`src/hw/frame_glue_pkg.sv`:
```
// Frame glue shared definitions: OSD status fields, crop constants and bus structs
`default_nettype none

package frame_glue_pkg;

    // Field widths
    localparam int status_w    = 64;
    localparam int user_w      = 7;
    localparam int menumask_w  = 16;
    localparam int core_mod_w  = 7;
    localparam int hdmi_w      = 12;
    localparam int crop_off_w  = 5;
    localparam int crop_size_w = 12;
    localparam int vcopt_w     = 4;
    localparam int scale_w     = 2;
    localparam int fx_w        = 3;
    localparam int flip_w      = 2;
    localparam int burst_w     = 8;
    localparam int addr_w      = 29;
    localparam int be_w        = 8;

    // OSD status bit positions
    localparam int st_fx_lo    = 3;   // Scanline FX, 3 bits
    localparam int st_db15_en  = 37;
    localparam int st_uart_en  = 38;
    localparam int st_flip_lo  = 38;  // Rotate/flip option, shares bit 38 with UART enable
    localparam int st_crop_en  = 41;
    localparam int st_vcopt_lo = 42;  // Vertical crop option, 4 bits
    localparam int st_scale_lo = 46;  // Crop scale, 2 bits
    localparam int st_hsize_en = 48;

    typedef logic [status_w-1:0]   status_t;
    typedef logic [user_w-1:0]     user_port_t;
    typedef logic [menumask_w-1:0] menumask_t;  // A set bit hides the item

    typedef struct packed {
        logic [hdmi_w-1:0] hdmi_width;
        logic [hdmi_w-1:0] hdmi_height;
        logic              direct_video;
        logic              force_scan2x;
        logic              rotate_on;
    } video_mode_t;

    typedef struct packed {
        logic                   crop_ok;    // Display settings tolerate cropping
        logic [crop_off_w-1:0]  crop_off;   // Signed, -16..+15 lines
        logic [crop_size_w-1:0] crop_size;
    } crop_t;

    typedef struct packed {
        logic [burst_w-1:0] burstcnt;
        logic [addr_w-1:0]  addr;
        logic               rd;
        logic               we;
        logic [be_w-1:0]    be;
    } ddr_req_t;

    // Only a full HD output leaves room for the 216-line crop
    localparam logic [hdmi_w-1:0]      crop_width  = 12'd1920;
    localparam logic [hdmi_w-1:0]      crop_height = 12'd1080;
    localparam logic [crop_size_w-1:0] crop_lines  = 12'd216;

    localparam user_port_t user_idle = 7'h7f;

endpackage

`default_nettype wire

```
`src/hw/crop_config.sv`:
```
// Vertical crop setup: permission from video settings, line offset and crop size
`timescale 1ns/1ns
`default_nettype none

module crop_config import frame_glue_pkg::*; (
    input  wire logic        clk_sys,
    input  wire logic        rst_n,
    input  wire status_t     status,
    input  wire video_mode_t video_mode,
    output crop_t            crop
);

    logic               crop_en;
    logic [vcopt_w-1:0] vcopt;
    logic [scale_w-1:0] crop_scale;
    logic [fx_w-1:0]    scan_fx;
    logic               ok_next;
    logic [crop_off_w-1:0] off_next;

    assign crop_en    = status[st_crop_en];
    assign vcopt      = status[st_vcopt_lo +: vcopt_w];
    assign crop_scale = status[st_scale_lo +: scale_w];
    assign scan_fx    = status[st_fx_lo +: fx_w];

    // Any scaler, FX or rotation setting rules the crop out
    assign ok_next = video_mode.hdmi_width == crop_width &&
                     video_mode.hdmi_height == crop_height &&
                     scan_fx == '0 &&
                     !video_mode.force_scan2x &&
                     crop_scale == '0 &&
                     !video_mode.direct_video &&
                     !video_mode.rotate_on;

    // Options 6..15 wrap to negative offsets
    always_comb begin
        if (vcopt < 4'd6) begin
            off_next = {vcopt, 1'b0};
        end else begin
            off_next = {vcopt, 1'b0} - 5'd24;
        end
    end

    always_ff @(posedge clk_sys or negedge rst_n) begin
        if (!rst_n) begin
            crop <= '0;
        end else begin
            crop.crop_ok  <= ok_next;
            crop.crop_off <= off_next;
            // Uses last cycle's crop_ok, one clock behind
            crop.crop_size <= (crop.crop_ok && crop_en) ? crop_lines : '0;
        end
    end

endmodule

`default_nettype wire

```
`src/hw/ddr_arbiter.sv`:
```
// DDR arbiter: one port shared by the ROM loader and the screen rotator
`timescale 1ns/1ns
`default_nettype none

module ddr_arbiter import frame_glue_pkg::*; (
    input  wire logic     clk_sys,
    input  wire logic     rst_n,
    input  wire logic     downloading,
    input  wire ddr_req_t ld_req,
    input  wire ddr_req_t rot_req,
    input  wire logic     ddr_busy,
    output ddr_req_t      ddr_req,
    output logic          ld_busy,
    output logic          rot_busy
);

    logic     owner_ld;     // 1 when the loader owns the port
    ddr_req_t cur_req;
    logic     port_idle;

    assign cur_req = owner_ld ? ld_req : rot_req;

    // Safe to hand over: no transfer pending and DDR not stalling
    assign port_idle = !ddr_busy && !cur_req.rd && !cur_req.we;

    always_ff @(posedge clk_sys or negedge rst_n) begin
        if (!rst_n) begin
            owner_ld <= 1'b0;   // Rotator owns the port out of reset
        end else if (port_idle) begin
            owner_ld <= downloading;
        end
    end

    assign ddr_req = cur_req;

    // The requester without the port sees a stalled bus
    always_comb begin
        if (owner_ld) begin
            ld_busy  = ddr_busy;
            rot_busy = 1'b1;
        end else begin
            ld_busy  = 1'b1;
            rot_busy = ddr_busy;
        end
    end

endmodule

`default_nettype wire

```
`src/hw/frame_glue_top.sv`:
```
// Frame glue top: user port, OSD mask, crop setup and DDR arbitration
`timescale 1ns/1ns
`default_nettype none

module frame_glue_top import frame_glue_pkg::*; (
    input  wire logic                  clk_sys,
    input  wire logic                  rst_n,
    input  wire status_t               status,
    input  wire video_mode_t           video_mode,
    input  wire logic [core_mod_w-1:0] core_mod,
    // User port
    input  wire user_port_t            user_in,
    input  wire user_port_t            joy_out,
    input  wire logic                  game_tx,
    input  wire logic                  uart_tx,
    output user_port_t                 user_out,
    output logic                       uart_rx,
    output logic                       db15_en,
    output logic                       uart_en,
    // OSD and crop
    output menumask_t                  menumask,
    output logic                       fb_flip,
    output crop_t                      crop,
    // DDR
    input  wire logic                  downloading,
    input  wire ddr_req_t              ld_req,
    input  wire ddr_req_t              rot_req,
    input  wire logic                  ddr_busy,
    output ddr_req_t                   ddr_req,
    output logic                       ld_busy,
    output logic                       rot_busy
);

    user_port_mux u_user_port_mux (
        .clk_sys  ( clk_sys  ),
        .rst_n    ( rst_n    ),
        .status   ( status   ),
        .user_in  ( user_in  ),
        .joy_out  ( joy_out  ),
        .game_tx  ( game_tx  ),
        .uart_tx  ( uart_tx  ),
        .user_out ( user_out ),
        .uart_rx  ( uart_rx  ),
        .db15_en  ( db15_en  ),
        .uart_en  ( uart_en  )
    );

    osd_menu_mask u_osd_menu_mask (
        .clk_sys      ( clk_sys                 ),
        .rst_n        ( rst_n                   ),
        .status       ( status                  ),
        .direct_video ( video_mode.direct_video ),
        .core_mod     ( core_mod                ),
        .crop_ok      ( crop.crop_ok            ),  // Registered permission
        .menumask     ( menumask                ),
        .fb_flip      ( fb_flip                 )
    );

    crop_config u_crop_config (
        .clk_sys    ( clk_sys    ),
        .rst_n      ( rst_n      ),
        .status     ( status     ),
        .video_mode ( video_mode ),
        .crop       ( crop       )
    );

    ddr_arbiter u_ddr_arbiter (
        .clk_sys     ( clk_sys     ),
        .rst_n       ( rst_n       ),
        .downloading ( downloading ),
        .ld_req      ( ld_req      ),
        .rot_req     ( rot_req     ),
        .ddr_busy    ( ddr_busy    ),
        .ddr_req     ( ddr_req     ),
        .ld_busy     ( ld_busy     ),
        .rot_busy    ( rot_busy    )
    );

endmodule

`default_nettype wire

```
`src/hw/osd_menu_mask.sv`:
```
// OSD menu mask: hides entries that do not apply to the core, plus framebuffer flip
`timescale 1ns/1ns
`default_nettype none

module osd_menu_mask import frame_glue_pkg::*; (
    input  wire logic                  clk_sys,
    input  wire logic                  rst_n,
    input  wire status_t               status,
    input  wire logic                  direct_video,
    input  wire logic [core_mod_w-1:0] core_mod,
    input  wire logic                  crop_ok,
    output menumask_t                  menumask,
    output logic                       fb_flip
);

    logic vertical;
    logic hsize_en;

    assign vertical = core_mod[0];
    assign hsize_en = status[st_hsize_en];

    always_comb begin
        menumask    = '0;
        menumask[5] = crop_ok;      // Crop options
        menumask[4] = ~vertical;    // Rotate options only for vertical games
        menumask[2] = ~hsize_en;    // Horizontal scale settings
        menumask[1] = 1'b1;         // Always hidden with rotate options on
        menumask[0] = direct_video;
        // Bit 3 is the 60 Hz gate, not built here
    end

    // Flip request for the rotator framebuffer
    always_ff @(posedge clk_sys or negedge rst_n) begin
        if (!rst_n) begin
            fb_flip <= 1'b0;
        end else begin
            fb_flip <= status[st_flip_lo +: flip_w] == 2'd2;
        end
    end

endmodule

`default_nettype wire

```
`src/hw/user_port_mux.sv`:
```
// User port mux: shares the port between the DB15 adapter and the UART
`timescale 1ns/1ns
`default_nettype none

module user_port_mux import frame_glue_pkg::*; (
    input  wire logic       clk_sys,
    input  wire logic       rst_n,
    input  wire status_t    status,
    input  wire user_port_t user_in,
    input  wire user_port_t joy_out,
    input  wire logic       game_tx,
    input  wire logic       uart_tx,
    output user_port_t      user_out,
    output logic            uart_rx,
    output logic            db15_en,
    output logic            uart_en
);

    user_port_t uart_out;

    assign db15_en = status[st_db15_en];
    assign uart_en = status[st_uart_en];  // Used by the game or the cheat engine

    // Both transmitters talk on bit 0, upper pins held high
    assign uart_out = {{(user_w-1){1'b1}}, uart_tx & game_tx};

    // DB15 wins over the UART
    always_ff @(posedge clk_sys or negedge rst_n) begin
        if (!rst_n) begin
            user_out <= user_idle;
        end else if (db15_en) begin
            user_out <= joy_out;
        end else if (uart_en) begin
            user_out <= uart_out;
        end else begin
            user_out <= user_idle;
        end
    end

    // Receive line idles high when the UART is off
    assign uart_rx = uart_en ? user_in[1] : 1'b1;

endmodule

`default_nettype wire

```
`config.mk`:
```
export PLATFORM = sky130hd
export DESIGN_NAME = frame_glue_top
export DESIGN_NICKNAME = d
export VERILOG_FILES = /design/src/hw/frame_glue_pkg.sv /design/src/hw/crop_config.sv /design/src/hw/ddr_arbiter.sv /design/src/hw/frame_glue_top.sv /design/src/hw/osd_menu_mask.sv /design/src/hw/user_port_mux.sv
export SDC_FILE = /design/constraint.sdc
export NUM_CORES = 1
export LEC_CHECK = 0
export BUFFER_PORTS_ARGS = -buffer_cell sky130_fd_sc_hd__buf_2
export CORE_AREA = 2 2 119 121
export CTS_BUF_LIST = sky130_fd_sc_hd__clkbuf_16
export DETAILED_ROUTE_END_ITERATION = 7
export DIE_AREA = 0 0 121 123
export GPL_ROUTABILITY_DRIVEN = 0
export GPL_TIMING_DRIVEN = 0
export PLACE_DENSITY_LB_ADDON = 0.15
export SYNTH_ARGS = -nofsm -noshare
export SYNTH_HDL_FRONTEND = slang
export SYNTH_SLANG_ARGS = --single-unit
```
`constraint.sdc`:
```
create_clock -name clk_sys -period 1.3 [get_ports clk_sys]
set_clock_uncertainty 0.1 [all_clocks]
set_input_delay 0.195 -clock clk_sys [delete_from_list [all_inputs] [get_ports clk_sys]]
set_output_delay 0.195 -clock clk_sys [all_outputs]
set_load 0.03 [all_outputs]
```
## Word level (Yosys, flattened, before mapping)

Cells that the tools add are included.

| storage, ports and cells | value |
|---|---|
| input bits | 212 |
| logic and storage cells | 39 |
| bits in registers | 27 |

| cells by class | value |
|---|---|
| multiplexer cells | 8 |
| add/subtract/negate cells | 1 |
| $lt $le $gt $ge | 1 |
| reduce and logical (&&, ||, !) cells | 17 |
| equality and inequality tests | 3 |
| bitwise logic cells | 3 |

Operators by type and width:

| cell | count |
|---|---|
| 47-bit two-way mux | 1 |
| 12-bit by 11-bit equality test with 1-bit output (second input constant) | 2 |
| 1-bit logical AND | 9 |
| 8-bit two-way mux | 1 |
| 7-bit two-way mux | 1 |
| 1-bit zero test | 6 |
| 5-bit two-way mux | 1 |
| 5-bit subtractor (second input constant) | 1 |
| 4-bit by 3-bit less-than comparator with 1-bit output (second input constant) | 1 |
| 1-bit two-way mux | 4 |
| 3-bit zero test | 1 |
| 2-bit equality test (second input constant) | 1 |
| 2-bit zero test | 1 |
| 1-bit inverter | 2 |
| 1-bit bitwise AND | 1 |

## Depth between registers and ports, before layout

| logic depth | value |
|---|---|
| depth in word-level cells | 7 |
| mapped depth | 4 |

## Cells and area by module

Synthesis repeated with hierarchy kept, for this count alone.

| second synthesis, totals | value |
|---|---|
| cells, all modules | 135 |
| area, all modules | 1660.3 sq um |

Modules (own cells, without submodules):

| module | instances | cells an instance | sequential area each (sq um) | area an instance (sq um) |
|---|---|---|---|---|
| ddr_arbiter | 1 | 59 | 25.0 | 867.1 |
| crop_config | 1 | 36 | 150.1 | 371.6 |
| user_port_mux | 1 | 20 | 183.9 | 262.8 |
| osd_menu_mask | 1 | 20 | 25.0 | 158.9 |

## Worst setup path before layout

No wires, ideal clock.

| timing path | value |
|---|---|
| path kind | reg-to-output |
| start | reg u_ddr_arbiter.owner_ld |
| end | out ddr_req[10] (netlist name) |
| slack | 23 ps |
| path buffers | 2 |
| stages on the path, launching flop included | 4 |
| data required time | 1005 ps |
| arrival time | 982 ps |
| path through | dfrtp_1 buf_6 buf_6 mux2_4 |

RTL lines:

| item | line | source |
|---|---|---|
| start: declaration | ddr_arbiter.sv:17 | `logic owner_ld;` |
| start signal: assignment | ddr_arbiter.sv:30 | `owner_ld <= downloading;` |
| end: declaration | frame_glue_top.sv:29 | `output ddr_req_t ddr_req,` |

==> impl_results.md <==
* Simple-gate share of the synthesized area at 10.33%
* Worst EP arrival at around 1.4 ns
* Initial antenna violation count at 0
* Share of cells above drive strength 1 at 83.33%
* Min-Delay Path Class: in2reg
* Area share of fa/ha/maj cells after synthesis at 0.7541%
* Wirelength per Cell at 10.47 um
* Number of global-route vias before repair at roughly 1800
* Vias per cell at ~3.3
* Failing checks: setup timing
* Min Tclk post-route at around 1.7 ns
* FF+latch count, synth at 15
* Fin. Hold Viols at 0
* Complex-gate fraction of the synthesized area at roughly 1.4%
* Die height at about 120 um
* Hold wc startpoint: joy_out[2]
* Filler Cell Count at ~1500
* Crit Path Class: reg2out
* Initial Util at between 10% and 20%
* Clock root cell: clkbuf_16
* Wire length of the first global-routing pass at roughly 8 mm
* Final slew viol count at 0
* Worst EP required at 1.00 ns
* Ys async rst share at 100.0%
* Clock latency on the worst-skew pair at around 0.25 ns
* Worst hold margin at 0.03199 ns
* Yosys warns at 0
* Clock transition at path regs at approximately 0.060 ns
* I/O Buffers at between 200 and 250
* Most frequent cells in the layout: buf_2 (173), buf_6 (49), mux2_4 (47)
* Mapped Cells at ~140
* Post-synth top area cell: mux2_4
* Synthesis-to-finish area growth at 111.8%
* P_leak at about 2.0 nW
* R2R Setup Slk at about 0.14 ns
* FF/Latch Area at 384.1 um^2
* Status: finished with violations
* Fin crit share at 129.6%
* Nets at approximately 600
* Core ar. at 13610 um^2
* Sequential area share after synthesis at 23.15%
* Detailed-route via count at approximately 1900
* RSZ-0062 raised after global routing: true
* Reg2reg end: u_ddr_arbiter.owner_ld$_DFFE_PN0P_
* Die X at 121 um
* Met1 Resource Use GR at about 7.3%
* Drt pass-1 iters at 4
* Netlist Area Pre-Place at 1659 um^2
* Synth Area in XOR/XNOR at less than 1%
* Global Route met2 Usage at ~14%
* Total grt overflow at 0
* Hold Path End: u_user_port_mux.user_out[2]$_DFF_PN1_
* Avg Inst Size Synth at around 12 um^2
* Reg2Reg Depth at 4
* Number of max-cap violations at 0
* Placement Setup Slack at -0.2132 ns
* Post-place instance area at around 3000 um^2
* Peak Freq at about 600 MHz
* Power Density at between 900 and 1000 nW/um^2
* Max H-tree Level at 1
* Residual DRC at 0
* R2R Path Start: u_ddr_arbiter.owner_ld$_DFFE_PN0P_
* Clock Tree Buf Depth at 2
* Largest net degree at the start of global routing at 16
* Total Power at 3.441 mW
* Final HPWL DP at 5.184 mm
* DRT iter0 DRCs at 22
* CTS buffer count at 3
* Area of the multi-input gates at just over 1000 um^2
* # diodes at 0
* Layout Cell Area excl Fill at approximately 3500 um^2
* IO Pins at 306
* All-layer global routing usage at under 10%
* Area fraction of the dominant cell type after synthesis at a little over two fifths
* Total Wirelength at around 5.9 mm
* TritonCTS Sinks at 15
* CTS tree: yes
* Main flop type after synthesis: dfrtp_1
* WHS Path Cells at 2
* Mux contribution to synthesized area at 43.21%
* Largest family of logic cells by synthesized area: multiplexers
* Setup crit end kind: output pin
* Synth cell types at 25
* GRT busiest layer: met2
* Ranking of synthesized cells by area: mux2_4 (43%), buf_4 (13%), dfrtp_1 (12%)
* Post-synth EDFFs at 0
* Rows at between 40 and 50
* Final Non-Filler Cells at about 560
* Met3 Usage GRT at under 10%
* Worst Path Max Fanout at 10
* Die area at roughly 15000 um^2
* Max IR drop VDD at roughly 380 uV
* Final setup fails at between 40 and 50
* Most common cell after layout, fill and taps aside: buf_2
* Cell total after placement at 556
* Worst setup margin at -0.3842 ns
* Startpoint Class: flip-flop
* Final ANT Viol Nets at 0
-- layer usage --
metal	vias to the layer above	part of all wire, %
met2	135	55
met3	2	11
met1	809	34
met4	0	0.52
li1	921	-
met5	-	0
-- cells in the mapped netlist (2+ instances only) --
master / n
nor2_1: 2
nand2_1: 3
nor4b_1: 2
nand2b_1: 8
buf_6: 2
o41ai_1: 2
conb_1: 2
mux2_4: 47
buf_12: 4
dfrtp_1: 8
nand4_1: 2
buf_4: 29
dfstp_2: 7
nor4_1: 3
inv_1: 4
-- area by class of cell --
type                    count  share of cell area [%]
inverters                   4                  0.4274
multi-input cells         100                   28.99
repair buffers            226                   41.42
plain buffers              35                   9.473
well taps                 180                   6.410
flip-flops and latches     15                   10.93
clock inverters             1                  0.2137
clock buffers               3                   2.137
-- power breakdown --
group / switching [mW] / internal (mW)
clock network: 0.206 / 0.415
logic: 1.11 / 1.19
registers: 0.00905 / 0.505
total: 1.33 / 2.11
-- through the flow --
stage	setup TNS, ns	utilization (%)
6_report	-17.85	25.81
2_1_floorplan	0	-
3_5_place_dp	-6.598	22.53
5_1_grt	-19.77	25.81
4_1_cts	-18.82	25.70
3_3_place_gp	-6.596	22.53
-- registers in the layout, summed over array words and instances (netlist names) --
name                      flops
u_ddr_arbiter.owner_ld        1
u_crop_config.crop            6
u_user_port_mux.user_out      7
u_osd_menu_mask.fb_flip       1
-- worst max-delay path, cell delays in order (launching register included) --
cell and delay (ns):
dfrtp_1 0.38, buf_8 0.15, buf_12 0.15, mux2_4 0.31, buf_6 0.14
-- kinds of logic after synthesis --
group	Yosys count
mux	48
compound gates	3
buf+inv	39
simple gates	26
fa+ha+maj	1
other cells	2
xor+xnor	1
flops	15
-- timing repair --
| action | 4_1_cts | 5_1_grt |
|---|---|---|
| setup buffers | 0 | 1 |
| pin swaps | 0 | 0 |
| resized for setup | 101 | 1 |
| setup endpoints to repair | 49 | 49 |
| hold buffers | 3 | 0 |
| hold endpoints to repair | 10 | 0 |
-- how the worst max path moves through the flow --
stage | cells after the start | startpoint | slack, ns | to
floorplan | 3 | u_ddr_arbiter.owner_ld$_DFFE_PN0P_ | 0.02 | ddr_req[10]
global route | 4 | u_ddr_arbiter.owner_ld$_DFFE_PN0P_ | -0.43 | ddr_req[9]
global placement | 4 | u_ddr_arbiter.owner_ld$_DFFE_PN0P_ | -0.21 | ddr_req[9]
CTS | 4 | u_ddr_arbiter.owner_ld$_DFFE_PN0P_ | -0.41 | ddr_req[9]
finish | 4 | u_ddr_arbiter.owner_ld$_DFFE_PN0P_ | -0.38 | ddr_req[9]
detailed placement | 4 | u_ddr_arbiter.owner_ld$_DFFE_PN0P_ | -0.21 | ddr_req[9]
No activity file was read; power rests on OpenSTA's default activity.
